**src/stack_cpu_cfg.svh**
```systemverilog
`ifndef STACK_CPU_CFG_SVH
`define STACK_CPU_CFG_SVH

////////////////////////////////////////
// Core sizing
////////////////////////////////////////

`define SC_WORD_W      16   // Data and address width
`define SC_NUM_GREGS   14   // R0 to R13
`define SC_STACK_DEPTH 16   // Entries per stack

////////////////////////////////////////
// Register numbers mapped onto the stacks
////////////////////////////////////////

`define SC_RSTACK_REG  4'hE
`define SC_PSTACK_REG  4'hF

`endif
```
**src/ctrl_pkg.sv**
```systemverilog
package ctrl_pkg;

   ////////////////////////////////////////
   // Sequencer states
   ////////////////////////////////////////

   typedef enum logic [2:0] {
      FETCH,   // Read word at pc
      DECODE,  // Latch instruction, read operands
      EXEC,
      WRITE,   // Register or stack write-back
      HALTED
   } state_t;

   ////////////////////////////////////////
   // Program counter update
   ////////////////////////////////////////

   typedef enum logic [1:0] {
      PC_HOLD = 2'd0,
      PC_INC  = 2'd1,
      PC_LOAD = 2'd2
   } pc_op_t;

endpackage

```
**src/isa_pkg.sv**
```systemverilog
package isa_pkg;

   // Top nibble of the instruction word
   typedef enum logic [3:0] {
      OP_ALU   = 4'h0,  // Register ALU op with ext as the function
      OP_ANDI  = 4'h1,
      OP_ORI   = 4'h2,
      OP_XORI  = 4'h3,
      OP_SUBI  = 4'h4,
      OP_ADDI  = 4'h5,
      OP_SHLI  = 4'h6,
      OP_SHRI  = 4'h7,
      OP_LOAD  = 4'h8,
      OP_STORE = 4'h9,
      OP_JMP   = 4'hA,
      OP_CALL  = 4'hB,
      OP_HALT  = 4'hF
   } opcode_t;

   typedef enum logic [3:0] {
      ALU_AND = 4'h1,
      ALU_OR  = 4'h2,
      ALU_XOR = 4'h3,
      ALU_SUB = 4'h4,
      ALU_ADD = 4'h5,
      ALU_SHL = 4'h6,
      ALU_SHR = 4'h7
   } alu_fn_t;

   // Jump condition codes above A never hold
   typedef enum logic [3:0] {
      COND_ALWAYS = 4'h0,
      COND_Z      = 4'h1,
      COND_NZ     = 4'h2,
      COND_N      = 4'h3,
      COND_NN     = 4'h4,
      COND_C      = 4'h5,
      COND_NC     = 4'h6,
      COND_V      = 4'h7,
      COND_NV     = 4'h8,
      COND_PO     = 4'h9,
      COND_PE     = 4'hA
   } cond_t;

   // Bit positions in the flag word
   localparam int FLAG_Z    = 0;
   localparam int FLAG_N    = 1;
   localparam int FLAG_C    = 2;
   localparam int FLAG_V    = 3;
   localparam int FLAG_P    = 4;
   localparam int NUM_FLAGS = 5;

endpackage

```
**src/cpu.sv**
```systemverilog
`include "stack_cpu_cfg.svh"

module cpu (
   input  logic                  clk,
   input  logic                  rst,
   input  logic                  en,
   input  logic [`SC_WORD_W-1:0] mem_rd_data,
   output logic [`SC_WORD_W-1:0] mem_addr,
   output logic                  mem_rd_en,
   output logic                  mem_wr_en,
   output logic [`SC_WORD_W-1:0] mem_wr_data,
   output logic                  halted
);

   localparam int W = `SC_WORD_W;

   logic [W-1:0]                  inst_reg;
   logic [W-1:0]                  a_reg;
   logic [W-1:0]                  b_reg;
   logic [W-1:0]                  result_q;
   logic [isa_pkg::NUM_FLAGS-1:0] flags_q;
   logic [W-1:0]                  regs [`SC_NUM_GREGS];

   logic [3:0] op_q, dest_q, ext_q, src_q;     // Latched instruction fields
   logic [3:0] dec_op, dec_ext, a_sel, b_sel;  // Fields seen by decode

   logic             inst_load, a_rd_en, b_rd_en, reg_wr_en;
   logic             set_flags, set_result, imm_to_b;
   logic             pc_to_reg, mem_to_reg, decode_from_mem, b_to_mem_addr;
   logic             cond_ok;
   ctrl_pkg::pc_op_t pc_op;
   logic [W-1:0]     pc;

   logic [W-1:0]                  alu_b, alu_result, wb_data;
   logic [isa_pkg::NUM_FLAGS-1:0] alu_flags;
   isa_pkg::alu_fn_t              alu_fn;
   logic [W-1:0]                  pstack_top, rstack_top;
   logic                          pstack_push, pstack_pop, rstack_push, rstack_pop;

   ////////////////////////////////////////
   // Instruction fields
   ////////////////////////////////////////

   assign {op_q, dest_q, ext_q, src_q} = inst_reg;

   // Word is still on the bus during DECODE
   assign dec_op  = decode_from_mem ? mem_rd_data[15:12] : op_q;
   assign a_sel   = decode_from_mem ? mem_rd_data[11:8]  : dest_q;
   assign dec_ext = decode_from_mem ? mem_rd_data[7:4]   : ext_q;
   assign b_sel   = decode_from_mem ? mem_rd_data[3:0]   : src_q;

   assign mem_addr    = b_to_mem_addr ? b_reg : pc;
   assign mem_wr_data = a_reg;

   always_ff @(posedge clk) begin
      if (inst_load)  inst_reg <= mem_rd_data;
      if (set_result) result_q <= alu_result;
   end

   always_ff @(posedge clk) begin
      if (rst) begin
         flags_q <= '0;
      end else if (set_flags) begin
         flags_q <= alu_flags;
      end
   end

   ////////////////////////////////////////
   // Register file and stack mapping
   ////////////////////////////////////////

   function automatic logic [`SC_WORD_W-1:0] read_reg(input logic [3:0] sel);
      case (sel)
         `SC_PSTACK_REG: return pstack_top;
         `SC_RSTACK_REG: return rstack_top;
         default:        return regs[sel];
      endcase
   endfunction

   always_ff @(posedge clk) begin
      if (a_rd_en) a_reg <= read_reg(a_sel);
      if (b_rd_en) b_reg <= read_reg(b_sel);
      if (reg_wr_en && dest_q < `SC_NUM_GREGS) regs[dest_q] <= wb_data;
   end

   // Write-back source
   assign wb_data = mem_to_reg ? mem_rd_data : (pc_to_reg ? pc : result_q);

   // Same stack on both operands pops once
   assign pstack_push = reg_wr_en && (dest_q == `SC_PSTACK_REG);
   assign rstack_push = reg_wr_en && (dest_q == `SC_RSTACK_REG);
   assign pstack_pop  = (a_rd_en && a_sel == `SC_PSTACK_REG) ||
                        (b_rd_en && b_sel == `SC_PSTACK_REG);
   assign rstack_pop  = (a_rd_en && a_sel == `SC_RSTACK_REG) ||
                        (b_rd_en && b_sel == `SC_RSTACK_REG);

   lifo_stack param_stack (
      .clk       (clk),
      .rst       (rst),
      .push      (pstack_push),
      .pop       (pstack_pop),
      .push_data (wb_data),
      .pop_data  (pstack_top)
   );

   lifo_stack return_stack (
      .clk       (clk),
      .rst       (rst),
      .push      (rstack_push),
      .pop       (rstack_pop),
      .push_data (wb_data),
      .pop_data  (rstack_top)
   );

   ////////////////////////////////////////
   // Execute blocks
   ////////////////////////////////////////

   assign alu_b  = imm_to_b ? {{(W-8){ext_q[3]}}, ext_q, src_q} : b_reg;
   assign alu_fn = isa_pkg::alu_fn_t'((op_q == isa_pkg::OP_ALU) ? ext_q : op_q);

   alu alu_i (
      .a      (a_reg),
      .b      (alu_b),
      .fn     (alu_fn),
      .result (alu_result),
      .flags  (alu_flags)
   );

   flag_cond flag_cond_i (
      .cond    (isa_pkg::cond_t'(a_sel)),  // cond shares the dest field
      .flags   (flags_q),
      .cond_ok (cond_ok)
   );

   program_counter program_counter_i (
      .clk        (clk),
      .rst        (rst),
      .pc_op      (pc_op),
      .load_value (b_reg),
      .pc         (pc)
   );

   control control_i (
      .clk             (clk),
      .rst             (rst),
      .en              (en),
      .op              (isa_pkg::opcode_t'(dec_op)),
      .ext             (dec_ext),
      .cond_ok         (cond_ok),
      .mem_rd_en       (mem_rd_en),
      .mem_wr_en       (mem_wr_en),
      .inst_load       (inst_load),
      .a_rd_en         (a_rd_en),
      .b_rd_en         (b_rd_en),
      .reg_wr_en       (reg_wr_en),
      .set_flags       (set_flags),
      .set_result      (set_result),
      .imm_to_b        (imm_to_b),
      .pc_op           (pc_op),
      .pc_to_reg       (pc_to_reg),
      .mem_to_reg      (mem_to_reg),
      .decode_from_mem (decode_from_mem),
      .b_to_mem_addr   (b_to_mem_addr),
      .halted          (halted)
   );

endmodule

```
**src/control.sv**
```systemverilog
module control (
   input  logic              clk,
   input  logic              rst,
   input  logic              en,
   input  isa_pkg::opcode_t  op,
   input  logic [3:0]        ext,
   input  logic              cond_ok,
   output logic              mem_rd_en,
   output logic              mem_wr_en,
   output logic              inst_load,
   output logic              a_rd_en,
   output logic              b_rd_en,
   output logic              reg_wr_en,
   output logic              set_flags,
   output logic              set_result,
   output logic              imm_to_b,
   output ctrl_pkg::pc_op_t  pc_op,
   output logic              pc_to_reg,
   output logic              mem_to_reg,
   output logic              decode_from_mem,
   output logic              b_to_mem_addr,
   output logic              halted
);

   ctrl_pkg::state_t state;
   ctrl_pkg::state_t state_nxt;
   logic             go;          // No strobes while reset is high
   logic             is_reg_alu;
   logic             is_imm_alu;
   logic             is_alu;
   logic             is_mem;

   assign go         = en && !rst;
   assign is_reg_alu = (op == isa_pkg::OP_ALU) && (ext >= 4'd1) && (ext <= 4'd7);
   assign is_imm_alu = (op >= isa_pkg::OP_ANDI) && (op <= isa_pkg::OP_SHRI);
   assign is_alu     = is_reg_alu || is_imm_alu;
   assign is_mem     = (op == isa_pkg::OP_LOAD) || (op == isa_pkg::OP_STORE);

   always_ff @(posedge clk) begin
      if (rst) begin
         state <= ctrl_pkg::FETCH;
      end else if (go) begin
         state <= state_nxt;  // Frozen while en is low
      end
   end

   always_comb begin
      case (state)
         ctrl_pkg::FETCH:  state_nxt = ctrl_pkg::DECODE;
         ctrl_pkg::DECODE: state_nxt = (op == isa_pkg::OP_HALT) ? ctrl_pkg::HALTED
                                                                 : ctrl_pkg::EXEC;
         ctrl_pkg::EXEC: begin
            if (is_alu || op == isa_pkg::OP_LOAD || op == isa_pkg::OP_CALL) begin
               state_nxt = ctrl_pkg::WRITE;
            end else begin
               state_nxt = ctrl_pkg::FETCH;
            end
         end
         ctrl_pkg::WRITE:  state_nxt = ctrl_pkg::FETCH;
         default:          state_nxt = ctrl_pkg::HALTED;  // Only reset leaves
      endcase
   end

   ////////////////////////////////////////
   // Datapath selects and strobes
   ////////////////////////////////////////

   always_comb begin
      decode_from_mem = (state == ctrl_pkg::DECODE);
      b_to_mem_addr   = (state == ctrl_pkg::EXEC) && is_mem;
      imm_to_b        = is_imm_alu;
      mem_to_reg      = (op == isa_pkg::OP_LOAD);
      pc_to_reg       = (op == isa_pkg::OP_CALL);  // Return pc as write data
      halted          = (state == ctrl_pkg::HALTED);

      mem_rd_en  = 1'b0;
      mem_wr_en  = 1'b0;
      inst_load  = 1'b0;
      a_rd_en    = 1'b0;
      b_rd_en    = 1'b0;
      reg_wr_en  = 1'b0;
      set_flags  = 1'b0;
      set_result = 1'b0;
      pc_op      = ctrl_pkg::PC_HOLD;

      if (go) begin
         case (state)
            ctrl_pkg::FETCH: begin
               mem_rd_en = 1'b1;
               pc_op     = ctrl_pkg::PC_INC;
            end
            ctrl_pkg::DECODE: begin
               inst_load = 1'b1;
               a_rd_en   = is_alu || (op == isa_pkg::OP_STORE);
               // Untaken jumps leave the target register alone
               b_rd_en   = is_reg_alu || is_mem || (op == isa_pkg::OP_CALL) ||
                           ((op == isa_pkg::OP_JMP) && cond_ok);
            end
            ctrl_pkg::EXEC: begin
               set_result = is_alu;
               set_flags  = is_alu;
               mem_wr_en  = (op == isa_pkg::OP_STORE);
               mem_rd_en  = (op == isa_pkg::OP_LOAD);   // Data read at b
               if ((op == isa_pkg::OP_JMP) && cond_ok) pc_op = ctrl_pkg::PC_LOAD;
            end
            ctrl_pkg::WRITE: begin
               reg_wr_en = 1'b1;
               // Link and jump share one edge
               if (op == isa_pkg::OP_CALL) pc_op = ctrl_pkg::PC_LOAD;
            end
            default: pc_op = ctrl_pkg::PC_HOLD;
         endcase
      end
   end

endmodule

```
**src/program_counter.sv**
```systemverilog
`include "stack_cpu_cfg.svh"

module program_counter (
   input  logic                  clk,
   input  logic                  rst,
   input  ctrl_pkg::pc_op_t      pc_op,
   input  logic [`SC_WORD_W-1:0] load_value,
   output logic [`SC_WORD_W-1:0] pc
);

   always_ff @(posedge clk) begin
      if (rst) begin
         pc <= '0;
      end else begin
         case (pc_op)
            ctrl_pkg::PC_INC:  pc <= pc + 1'b1;
            ctrl_pkg::PC_LOAD: pc <= load_value;  // Jump target
            default:           pc <= pc;
         endcase
      end
   end

endmodule

```
**src/flag_cond.sv**
```systemverilog
module flag_cond (
   input  isa_pkg::cond_t                cond,
   input  logic [isa_pkg::NUM_FLAGS-1:0] flags,
   output logic                          cond_ok
);

   always_comb begin
      case (cond)
         isa_pkg::COND_ALWAYS: cond_ok = 1'b1;
         isa_pkg::COND_Z:      cond_ok = flags[isa_pkg::FLAG_Z];
         isa_pkg::COND_NZ:     cond_ok = !flags[isa_pkg::FLAG_Z];
         isa_pkg::COND_N:      cond_ok = flags[isa_pkg::FLAG_N];
         isa_pkg::COND_NN:     cond_ok = !flags[isa_pkg::FLAG_N];
         isa_pkg::COND_C:      cond_ok = flags[isa_pkg::FLAG_C];
         isa_pkg::COND_NC:     cond_ok = !flags[isa_pkg::FLAG_C];
         isa_pkg::COND_V:      cond_ok = flags[isa_pkg::FLAG_V];
         isa_pkg::COND_NV:     cond_ok = !flags[isa_pkg::FLAG_V];
         isa_pkg::COND_PO:     cond_ok = flags[isa_pkg::FLAG_P];
         isa_pkg::COND_PE:     cond_ok = !flags[isa_pkg::FLAG_P];
         default:              cond_ok = 1'b0;  // Reserved codes never jump
      endcase
   end

endmodule

```
**src/lifo_stack.sv**
```systemverilog
`include "stack_cpu_cfg.svh"

module lifo_stack (
   input  logic                  clk,
   input  logic                  rst,
   input  logic                  push,
   input  logic                  pop,
   input  logic [`SC_WORD_W-1:0] push_data,
   output logic [`SC_WORD_W-1:0] pop_data
);

   localparam int PTR_W = $clog2(`SC_STACK_DEPTH);

   logic [`SC_WORD_W-1:0] entries [`SC_STACK_DEPTH];
   logic [PTR_W-1:0]      top;     // Index of the top entry
   logic [PTR_W-1:0]      top_up;

   assign top_up   = top + 1'b1;   // Wraps past the last entry
   assign pop_data = entries[top];

   always_ff @(posedge clk) begin
      if (rst) begin
         top <= '0;
      end else if (push && !pop) begin
         top <= top_up;
      end else if (pop && !push) begin
         top <= top - 1'b1;
      end
   end

   always_ff @(posedge clk) begin
      if (push && pop) begin
         entries[top] <= push_data;     // Replace top in place
      end else if (push) begin
         entries[top_up] <= push_data;
      end
   end

endmodule

```
**src/alu.sv**
```systemverilog
`include "stack_cpu_cfg.svh"

module alu (
   input  logic [`SC_WORD_W-1:0]         a,
   input  logic [`SC_WORD_W-1:0]         b,
   input  isa_pkg::alu_fn_t              fn,
   output logic [`SC_WORD_W-1:0]         result,
   output logic [isa_pkg::NUM_FLAGS-1:0] flags
);

   localparam int W = `SC_WORD_W;

   logic [W:0] sum;   // Carry out in top bit
   logic [W:0] diff;  // Borrow in top bit
   logic       carry;
   logic       ovf;

   assign sum  = {1'b0, a} + {1'b0, b};
   assign diff = {1'b0, a} - {1'b0, b};

   always_comb begin
      result = b;  // Unlisted codes pass b through
      carry  = 1'b0;
      ovf    = 1'b0;
      case (fn)
         isa_pkg::ALU_AND: result = a & b;
         isa_pkg::ALU_OR:  result = a | b;
         isa_pkg::ALU_XOR: result = a ^ b;
         isa_pkg::ALU_SUB: begin
            result = diff[W-1:0];
            carry  = diff[W];
            ovf    = (a[W-1] != b[W-1]) && (diff[W-1] != a[W-1]);
         end
         isa_pkg::ALU_ADD: begin
            result = sum[W-1:0];
            carry  = sum[W];
            ovf    = (a[W-1] == b[W-1]) && (sum[W-1] != a[W-1]);
         end
         // Shifts use a only, by one place
         isa_pkg::ALU_SHL: begin
            result = {a[W-2:0], 1'b0};
            carry  = a[W-1];
         end
         isa_pkg::ALU_SHR: begin
            result = {1'b0, a[W-1:1]};
            carry  = a[0];
         end
         default: result = b;
      endcase
   end

   always_comb begin
      flags                  = '0;
      flags[isa_pkg::FLAG_Z] = (result == '0);
      flags[isa_pkg::FLAG_N] = result[W-1];
      flags[isa_pkg::FLAG_C] = carry;
      flags[isa_pkg::FLAG_V] = ovf;
      flags[isa_pkg::FLAG_P] = ^result;  // Odd count of ones
   end

endmodule

```
**config.mk**
```make
export PLATFORM = sky130hd
export DESIGN_NAME = cpu
export DESIGN_NICKNAME = d
export VERILOG_FILES = /design/src/ctrl_pkg.sv /design/src/isa_pkg.sv /design/src/cpu.sv /design/src/control.sv /design/src/program_counter.sv /design/src/flag_cond.sv /design/src/lifo_stack.sv /design/src/alu.sv
export VERILOG_INCLUDE_DIRS = /design/src
export SDC_FILE = /design/constraint.sdc
export NUM_CORES = 1
export LEC_CHECK = 0
export ABC_AREA = 1
export BUFFER_PORTS_ARGS = -buffer_cell sky130_fd_sc_hd__buf_2
export CAP_MARGIN = 20
export CORE_UTILIZATION = 55
export DETAILED_ROUTE_END_ITERATION = 6
export PLACE_DENSITY = 0.71
export SLEW_MARGIN = 10
export SYNTH_ARGS = -nofsm -noshare
export SYNTH_HDL_FRONTEND = slang
export SYNTH_SLANG_ARGS = --single-unit
```
**constraint.sdc**
```tcl
create_clock -name clk -period 5 [get_ports clk]
set_input_delay 0.5 -clock clk [delete_from_list [all_inputs] [get_ports clk]]
set_output_delay 0.5 -clock clk [all_outputs]
set_load 0.01 [all_outputs]
```
# Yosys cells after proc, flatten, opt, wreduce, memory -nomap -nowiden
# Memories as Yosys holds them, arrays and structs flattened. A register that Yosys moved wholly into a read port is not among the register bits.
# Cells that the tools add are included.
[totals]
out_inout_bits = 35
ff_bits = 96
memories = 3
in_bits = 19
elab_cells = 180
ram_bits = 736
[op_classes]
reduce_logical = 52
addsub = 7
bitwise = 3
order_cmp = 5
muxes = 63
n_eq_ne = 38
[memory_table]
columns = ["name", "words", "width", "rd", "rd_clocked_by_memory_dff", "write_ports", "line_no", "rtl"]
rows = [
  ["param_stack.entries", 16, 16, 1, 1, 1, "lifo_stack.sv:14", "logic [`SC_WORD_W-1:0] entries [`SC_STACK_DEPTH];"],
  ["return_stack.entries", 16, 16, 1, 1, 1, "lifo_stack.sv:14", ""],
  ["regs", 14, 16, 2, 0, 1, "cpu.sv:22", "logic [W-1:0] regs [`SC_NUM_GREGS];"],
]
[ops]
columns = ["operator", "count"]
rows = [
  ["$pmux W16 S7", 1],
  ["$mux W16", 6],
  ["$pmux W16 S2", 3],
  ["$mux W4", 15],
  ["$eq A4 B4 Y1 const B", 14],
  ["$eq A4 B3 Y1 const B", 8],
  ["$reduce_or A16 Y1", 2],
  ["$mux W1", 27],
  ["$logic_and A1 B1 Y1", 21],
  ["$add A16 B16 Y17", 1],
  ["$sub A16 B16 Y17", 1],
  ["$add A16 B1 Y16 const B", 1],
  ["$and A16 B16 Y16", 1],
  ["$eq A4 B2 Y1 const B", 4],
  ["$logic_not A16 Y1", 1],
  ["$or A16 B16 Y16", 1],
  ["$reduce_xor A16 Y1", 1],
  ["$xor A16 B16 Y16", 1],
  ["$logic_not A4 Y1", 3],
  ["$pmux W3 S4", 1],
  ["$pmux W1 S11", 1],
  ["$logic_not A1 Y1", 10],
  ["$logic_or A1 B1 Y1", 10],
  ["$add A4 B1 Y4 const B", 2],
  ["19 further kinds", 32],
]

# Logic depth before layout (Yosys ltp)
# Gate-level depths: netlist of run 1.
[logic_depth]
depth_word = 17
mapped_depth = 33
mapped_depth_nobuf = 32

# Modules after synthesis
# A second synthesis of run 1 with hierarchy kept.
[hier_totals]
hier_cells = 5017
area_unflattened_um2 = 43674.4
[by_module_without_submodules]
columns = ["mod", "area_each_um2", "cells_per_inst", "n_inst", "seq_area_each_um2"]
rows = [
  ["lifo_stack", 11519.8, 1116, 2, 7847.5],
  ["cpu", 15476.1, 1842, 1, 8748.4],
  ["alu", 3588.4, 670, 1, 0.0],
  ["program_counter", 1042.2, 168, 1, 320.3],
  ["control", 362.8, 72, 1, 60.1],
  ["flag_cond", 165.2, 33, 1, 0.0],
]

# Worst setup path before layout of run 1
# No wires, ideal clock.
[synth_path]
path_type = "flip-flop to flip-flop"
start = "register control_i.state[2]"
end = "memory return_stack.entries[0][0] in the netlist's numbering, enable pin"
path_slack_ns = 0.711
synth_period_minus_slack_ns = 4.289
setup_time_ns = 0.388
stages_incl_launch_ff = 18
required_ns = 4.612
arrival_time_ns = 3.901
path_buffers = 2
path_cell_list = "dfxtp_1 -> inv_2 -> nand3_2 -> buf_6 -> buf_6 -> nor2_1 -> nand2_1 -> inv_1 -> nand2_1 -> nand2_1 -> inv_1 -> ha_1 -> inv_1 -> nor4_1 -> xor2_1 -> inv_1 -> nand2_1 -> nor2_1"
[synth_via]
elab_cells_between_ends = 58
cone_classes = "4 x order compare; 18 x eq/ne; 18 x mux; 18 x reduce/logical"
[synth_lines]
columns = ["element", "line_no", "rtl"]
rows = [
  ["start, declared", "control.sv:25", "ctrl_pkg::state_t state;"],
  ["start signal, assigned", "control.sv:41", "state <= ctrl_pkg::FETCH;"],
  ["start signal, assigned", "control.sv:43", "state <= state_nxt;"],
  ["$eq A3 B1 Y1 *", "control.sv:69, control.sv:87", ""],
  ["$mux W4, on equally long branches", "cpu.sv:49, cpu.sv:47", ""],
  ["$ge A4 B1 Y1 or $logic_not A4 Y1 (tied branches)", "control.sv:34", "assign is_reg_alu = (op == isa_pkg::OP_ALU) && (ext >= 4'd1) && (ext <= 4'd7);"],
  ["$logic_and A1 B1 Y1 (2 in series)", "control.sv:34", ""],
  ["$logic_or A1 B1 Y1", "control.sv:36", "assign is_alu = is_reg_alu || is_imm_alu;"],
  ["$logic_or A1 B1 Y1", "control.sv:94", "a_rd_en = is_alu || (op == isa_pkg::OP_STORE);"],
  ["$mux W1 *", "control.sv:87", "case (state)"],
  ["$mux W1 *", "control.sv:86", "if (go) begin"],
  ["net a_rd_en", "cpu.sv:27", "logic inst_load, a_rd_en, b_rd_en, reg_wr_en;"],
  ["$logic_and A1 B1 Y1 (no line) *", "n/a", ""],
  ["$logic_or A1 B1 Y1 *", "cpu.sv:94", "assign rstack_pop = (a_rd_en && a_sel == `SC_RSTACK_REG) ||"],
  ["$logic_and A1 B1 Y1 *", "lifo_stack.sv:32", "if (push && pop) begin"],
  ["$mux W1", "lifo_stack.sv:32", ""],
  ["$mux W1 (not written as such)", "lifo_stack.sv:35", "entries[top_up] <= push_data;"],
  ["$reduce_or A16 Y1 (no line)", "n/a", ""],
  ["$mux W4 (no line) or $mux W1 (tied branches)", "n/a", ""],
  ["end, declared", "lifo_stack.sv:14", ""],
]
# Mark *: on every way through the listed nets, which the timed path passes. The rest lies on a longest branch.

# Worst setup path in the final report of run 1
[layout_path]
start = "register control_i.state[1]"
end = "register flags_q[4] in the netlist's numbering"
[layout_via]
elab_chain_len = 8
elab_cells_between_ends = 23
cone_classes = "2 x add/sub; 4 x order compare; 2 x eq/ne; 6 x mux; 3 x bitwise; 6 x reduce/logical"
[layout_rtl]
columns = ["element", "line_no", "rtl"]
rows = [
  ["$eq A3 B1 Y1", "control.sv:69", "decode_from_mem = (state == ctrl_pkg::DECODE);"],
  ["$mux W4, on equally long branches", "cpu.sv:47, cpu.sv:49", ""],
  ["$ge A4 B1 Y1, or another cell as far along", "control.sv:35", "assign is_imm_alu = (op >= isa_pkg::OP_ANDI) && (op <= isa_pkg::OP_SHRI);"],
  ["$logic_and A1 B1 Y1, on equally long branches", "control.sv:35, control.sv:34", ""],
  ["$mux W16 or $logic_and A1 B1 Y1 (tied branches)", "cpu.sv:119, control.sv:34", ""],
  ["$add A16 B16 Y17, or another cell as far along", "alu.sv:18", "assign sum = {1'b0, a} + {1'b0, b};"],
  ["$pmux W16 S7 or $mux W1 (tied branches)", "alu.sv:25, control.sv:87", ""],
  ["$reduce_xor A16 Y1 or $mux W1 (tied branches)", "alu.sv:58, control.sv:86", ""],
  ["end signal, assigned", "cpu.sv:64", "flags_q <= alu_flags;"],
  ["end, declared", "cpu.sv:21", "logic [isa_pkg::NUM_FLAGS-1:0] flags_q;"],
]
# Parallel ways exist; a longest one is shown, timed or not.
# A chain may end at the register's enable or synchronous reset.

==> metrics.md, run 1 <==
| Metric | Value |
|---|---|
| Io pins | 54 |
| Die Y | 271 um |
| Die Area | 0.0736 mm^2 |
| Origin of the worst min-delay path | mem_rd_data[13] |
| Fin. Hold Viols | 0 |
| Ys flop type | edfxtp_1 |
| Routed Wire Length | 120 mm |
| NumNets Final | 4056 |
| Max cap viols | 0 |
| Number of global-route vias before repair | 28500 |
| Share of cells above drive strength 1 | 9.84% |
| Worst-path clk slew | 60 ps |
| Share of flip-flops with an asynchronous set or reset | 0% |
| Num rows | 98 |
| Setup crit start | control_i.state[1] |
| Starting Density | 55.7% |
| Largest net degree at the start of global routing | 85 |
| Post-Syn Nets | 3985 |
| Crit Path Class | register to register |
| Cell mode on critical path | nand2_1 |
| TNS Setup | 0 ps |
| First-pass GRT wire length | 177 mm |
| Achievable Freq | 0.216 GHz |
| Core box area | 0.0716 mm^2 |
| Most frequent cells in the layout | nand2_1 (816), edfxtp_1 (800), nand3_1 (365) |
| Yosys cell types | 52 |
| Clock root buffer | clkbuf_16 |
| Initial antenna violation count | 2 |
| DP HPWL | 75.9 mm |
| Peak supply drop | 0.372 mV |
| CTS hold repair buffers | 0 |
| Hold Path Class | primary input to register |
| Static leakage | 16.7 nW |
| Leading cell type in the layout, fill and taps excluded | nand2_1 |
| Post-CTS Setup Bufs | 0 |
| Footprint of the multi-input gates | 0.0132 mm^2 |
| H-tree depth | 3 |
| Final setup viols | 0 |
| CP Capture Type | register |
| Non-filler instance count after layout | 4984 |
| Router iterations before antenna repair | 6 |
| CP max-delay cell | fa_1 |
| Max clock buf depth | 3 |
| Fin. max-slew vios | 0 |
| Pre-CTS WS | 308 ps |
| Vias/cell | 6.09 |
| Resize count post-CTS | 0 |
| Worst Skew | 25.6 ps |
| Crit path largest cell delay | 430 ps |
| DRT antenna net count | 0 |
| Worst slew margin | 27.2% |
| Area leader, netlist | edfxtp_1 |
| Status | complete, no violations |
| Synth Warn # | 0 |
| Post-Syn Area | 0.0399 mm^2 |
| Crit-path max FO | 17 |
| Worst setup margin | 381 ps |
| Largest registers | param_stack.entries x256, return_stack.entries x256, regs x224 |
| Syn Area/Cell | 10.2 um^2 |
| Unrepaired setup endpoints after global routing | no |
| Placer Congestion | 0.960 |
| Drt drc | 0 |
| CTS tree | done |
| Worst EP required | 5580 ps |
| Seq/Total Area, Yosys | 62.2% |
| Crit path launch type | register |
| Worst Max-Slew Pin Slew | 1090 ps |
| Syn Inst Count | 3894 |
| PD cells | 339 mW/mm^2 |
| FF/Latch Area | 0.0248 mm^2 |
| # port buffers | 53 |
| CP arrival | 5190 ps |
| Fin crit share | 92.4% |
| Worst-skew pair later-pin latency | 650 ps |
| CTS sink cnt | 840 |
| Antenna Cells | 0 |
| Vias | 30400 |
| Die width | 271 um |
| Area Growth Syn to Fin | 11.9% |
| Iteration-0 DRC Markers | 4051 |
| Filler cell count | 5674 |
| Min cycle time layout | 4620 ps |
| Total GRT Usage | 32.3% |
| #FFs+latches synth | 840 |
| Top cell type's share of synthesized area | 60.2% |
| Reg-to-reg startpoint | control_i.state[1] |
| Inst Count DP | 4824 |
| Number of synthesized flops with an enable pin | 800 |
| Grt ovf | 0 |
| Top cells by area, synth | edfxtp_1 (60%), nand2_1 (7.7%), nand3_1 (4.6%) |
| Inserted Clock Buffers | 86 |
| DR WL/cell | 24.0 um |
through the flow:
stage / util (%) / power (mW) / hold slack [ps] / area [um^2]
floorplan: - / 8.51 / 450 / 39900
global placement: 58.3 / 8.89 / 466 / 41700
detailed placement: 58.3 / 8.89 / 473 / 41800
CTS: 62.2 / 15.2 / 29.2 / 44600
global route: 62.3 / 15.5 / 48.8 / 44600
finish: 62.3 / 15.1 / 66.1 / 44600
critical path, delay by kind of cell, from the launching register on:
| family | cells | cell delay, ps |
|---|---|---|
| AND/OR/NAND/NOR | 13 | 1280 |
| adder cells (fa/ha/maj) | 3 | 990 |
| AO/OA/AOI/OAI | 6 | 950 |
| XOR/XNOR | 4 | 660 |
| flip-flops | 1 | 340 |
| buffers and inverters | 3 | 290 |
where the power goes:
part	internal, mW	total, mW	switching [mW]
Combinational	0.286	1.06	0.770
Clock	3.63	6.34	2.71
Sequential	7.72	7.73	0.0161
routing by layer:
| layer | GRT usage (%) | share of wire [%] | routed length (um) |
|---|---|---|---|
| met1 | 43.4 | 39 | 46400 |
| met2 | 50.5 | 46 | 54800 |
| met3 | 5.31 | 9.8 | 11700 |
| met4 | 17.2 | 5.6 | 6650 |
| met5 | 0 | 0 | 0 |
final cells by class:
type                       instances  share of cell area (%)
clock buffer                     106                    5.20
clock inverter                    51                    1.05
inverter                         339                    2.86
multi-input combinational       2516                    29.6
sequential                       840                    55.6
tap                              950                    2.66
timing repair buffer             182                    3.00
path summary, 6_finish.rpt:
| path | endpoint | slack (ps) | cells after the start |
|---|---|---|---|
| setup / recovery | flags_q[4] | 380 | 29 |
| hold / removal | inst_reg[13] | 70 | 1 |
| setup reg to reg | flags_q[4] | 380 | 29 |
| hold reg to reg | program_counter_i.pc[10] | 490 | 2 |
cell usage after synthesis, drive strengths merged, types with 46 or more instances:
cell    number
nand3      368
nor2       303
mux2i       50
edfxtp     800
clkbuf     131
a22oi       77
a21oi      177
o211ai      53
nand4       53
o21ai      346
ha          70
buf         68
nand2      825
inv        338
o22ai       46
cell families (layout without fill, tap and decap cells):
logic type                 Yosys count  in the layout  share of synthesized area, %
buffers and inverters              538            678                          5.40
DFF                                840            840                          62.2
muxes                               52             52                          1.33
adders and majority gates           72             72                          2.29
xor gates and xnor gates            21             21                         0.461
and+or+nand+nor                   1600           1600                          17.1
AOI/OAI and AO/OA                  771            771                          11.2
Note: power is estimated with default switching activity, not from simulation.
==> inputs of run 2 (changes only) <==
--- a/config.mk
+++ b/config.mk
@@ -7,7 +7,7 @@
 export NUM_CORES = 1
 export LEC_CHECK = 0
 export ABC_AREA = 1
-export BUFFER_PORTS_ARGS = -buffer_cell sky130_fd_sc_hd__buf_2
+export BUFFER_PORTS_ARGS = -buffer_cell sky130_fd_sc_hd__clkbuf_2
 export CAP_MARGIN = 20
 export CORE_UTILIZATION = 55
 export DETAILED_ROUTE_END_ITERATION = 6
==> metrics.md, run 2 (synthesis results as in run 1) <==
| Metric | Value |
|---|---|
| Status | complete, no violations |
| Crit Path Class | register to register |
| DRT antenna net count | 0 (unchanged) |
| Routed Wire Length | 119 mm (-0.42%) |
| Worst Skew | 26.4 ps (+0.829 ps) |
| # port buffers | 53 (unchanged) |
| NumNets Final | 4049 (-0.17%) |
| Cell mode on critical path | nand2_1 |
| Worst slew margin | 16.2% (-11 points) |
| Inserted Clock Buffers | 85 (-1.2%) |
| PD cells | 338 mW/mm^2 (-0.21%) |
| Worst Max-Slew Pin Slew | 1250 ps (+155 ps) |
| Post-route cell area | 0.0446 mm^2 (about the same) |
| Die Area | 0.0736 mm^2 (unchanged) |
| Total GRT Usage | 32.0% (-0.25 points) |
| Die width | 271 um (unchanged) |
| Min cycle time layout | 4700 ps (+76.3 ps) |
| Static leakage | 16.7 nW (-0.17%) |
| Fin crit share | 93.9% (+1.5 points) |
| Share of cells above drive strength 1 | 9.64% (-0.20 points) |
| Hold Path Class | primary input to register |
| Num rows | 98 (unchanged) |
| Vias | 30300 (-0.21%) |
| Initial antenna violation count | 2 (unchanged) |
| Crit path largest cell delay | 440 ps (about the same) |
| Clock root buffer | clkbuf_16 |
| Largest registers | param_stack.entries x256, return_stack.entries x256, regs x224 |
| Iteration-0 DRC Markers | 4083 (+0.79%) |
| Delay-heaviest family, CP | simple AND/OR/NAND/NOR gates |
| CP Capture Type | register |
| CP arrival | 5270 ps (+80 ps) |
| Placer Congestion | 0.985 (+2.6%) |
| Leading cell type in the layout, fill and taps excluded | nand2_1 |
| Peak supply drop | 0.324 mV (-13%) |
| Router iterations before antenna repair | 6 (unchanged) |
| Worst EP required | 5570 ps (about the same) |
| TNS Setup | 0 ps (unchanged) |
| Number of global-route vias before repair | 28500 (+0.24%) |
| Largest net degree at the start of global routing | 129 (+52%) |
| Pre-CTS WS | 212 ps (-95.7 ps) |
| Worst-path clk slew | 60 ps (about the same) |
| Crit path launch type | register |
| Most frequent cells in the layout | nand2_1 (816), edfxtp_1 (800), nand3_1 (365) |
| Max clock buf depth | 3 (unchanged) |
| Starting Density | 55.7% (unchanged) |
| Core box area | 0.0716 mm^2 (unchanged) |
| Die Y | 271 um (unchanged) |
| CP max-delay cell | fa_1 |
| Final setup viols | 0 (unchanged) |
| Grt ovf | 0 (unchanged) |
| Area Growth Syn to Fin | 11.8% (about the same) |
| Crit-path max FO | 12 (-5) |
| DP HPWL | 75.0 mm (-1.1%) |
| DR WL/cell | 23.9 um (-0.30%) |
| Max cap viols | 0 (unchanged) |
| Critical path buffers and inverters | 3 (unchanged) |
| Post-DP Area | 0.0417 mm^2 (about the same) |
| Fin. max-slew vios | 0 (unchanged) |
| Fin. Hold Viols | 0 (unchanged) |
| Achievable Freq | 0.213 GHz (-1.6%) |
| CTS tree | done |
| Drt drc | 0 (unchanged) |
| Vias/cell | 6.09 (about the same) |
| Io pins | 54 (unchanged) |
| Worst setup margin | 305 ps (-76.3 ps) |
| CTS sink cnt | 840 (unchanged) |
| H-tree depth | 3 (unchanged) |
| Worst-skew pair later-pin latency | 650 ps (about the same) |
| First-pass GRT wire length | 176 mm (-0.50%) |
==> run 2: cell types whose count changed in the layout (fill, tap and decap cells not counted), sizes merged <==
cell and change:
inv -4, clkinv +7, bufinv +2, buf -59, clkbuf +48, clkinvlp -2, diode +2
==> run 2: report_power, final <==
part	total (mW)	switching, mW	internal [mW]
Sequential	7.73	0.0155	7.72
Combinational	1.06	0.775	0.287
Clock	6.29	2.67	3.62
Total	15.1	3.46	11.6
==> run 2: worst reg2reg max path: cells and delay by family (launching register included) <==
family | cells | cell delay, ps
compound gates | 5 | 680
xor+xnor | 3 | 610
flops | 1 | 330
fa+ha+maj | 3 | 930
simple gates | 17 | 1850
buf+inv | 3 | 230
==> run 2: layout make-up <==
cell class / instances / area, um^2
fillers: 5725 / 27000
flip-flops and latches: 840 / 24800
multi-input cells: 2516 / 13200
clock buffers: 101 / 2230
repair buffers: 176 / 1340
inverters: 339 / 1280
well taps: 950 / 1190
clock inverters: 54 / 522
diodes: 2 / 5.00
==> run 2: path summary, 6_finish.rpt <==
| check | start | slack [ps] | end | cells past startpoint |
|---|---|---|---|---|
| setup / recovery | control_i.state[1] | 300 | flags_q[4] | 31 |
| setup reg to reg | control_i.state[1] | 300 | flags_q[4] | 31 |
| hold / removal | mem_rd_data[13] | 50 | inst_reg[13] | 1 |
| hold reg to reg | flags_q[2] | 490 | flags_q[2] | 2 |
==> run 2: timing repair <==
item	4_1_cts	5_1_grt
endpoints found under the setup margin	0	1
buffers inserted	0	0
hold buffers	0	0
resized for setup	0	13
==> run 2: routing by layer <==
layer / routed length (um) / global-route usage (%) / part of all wire (%)
met5: 0 / 0 / 0
met4: 5930 / 15.5 / 5.0
met3: 12300 / 5.62 / 10
met2: 55200 / 50.7 / 46
met1: 45600 / 43.0 / 38
==> run 2: stage by stage <==
step | total power [mW] | cells | util [%] | hold WS, ps
6_report | 15.1 | 4978 | 62.3 | 54.3
3_3_place_gp | 8.89 | 4817 | 58.2 | 467
5_1_grt | 15.5 | 4976 | 62.3 | 46.7
4_1_cts | 15.1 | 4973 | 62.1 | 31.2
2_1_floorplan | 8.51 | 3894 | - | 450
3_5_place_dp | 8.89 | 4818 | 58.3 | 485
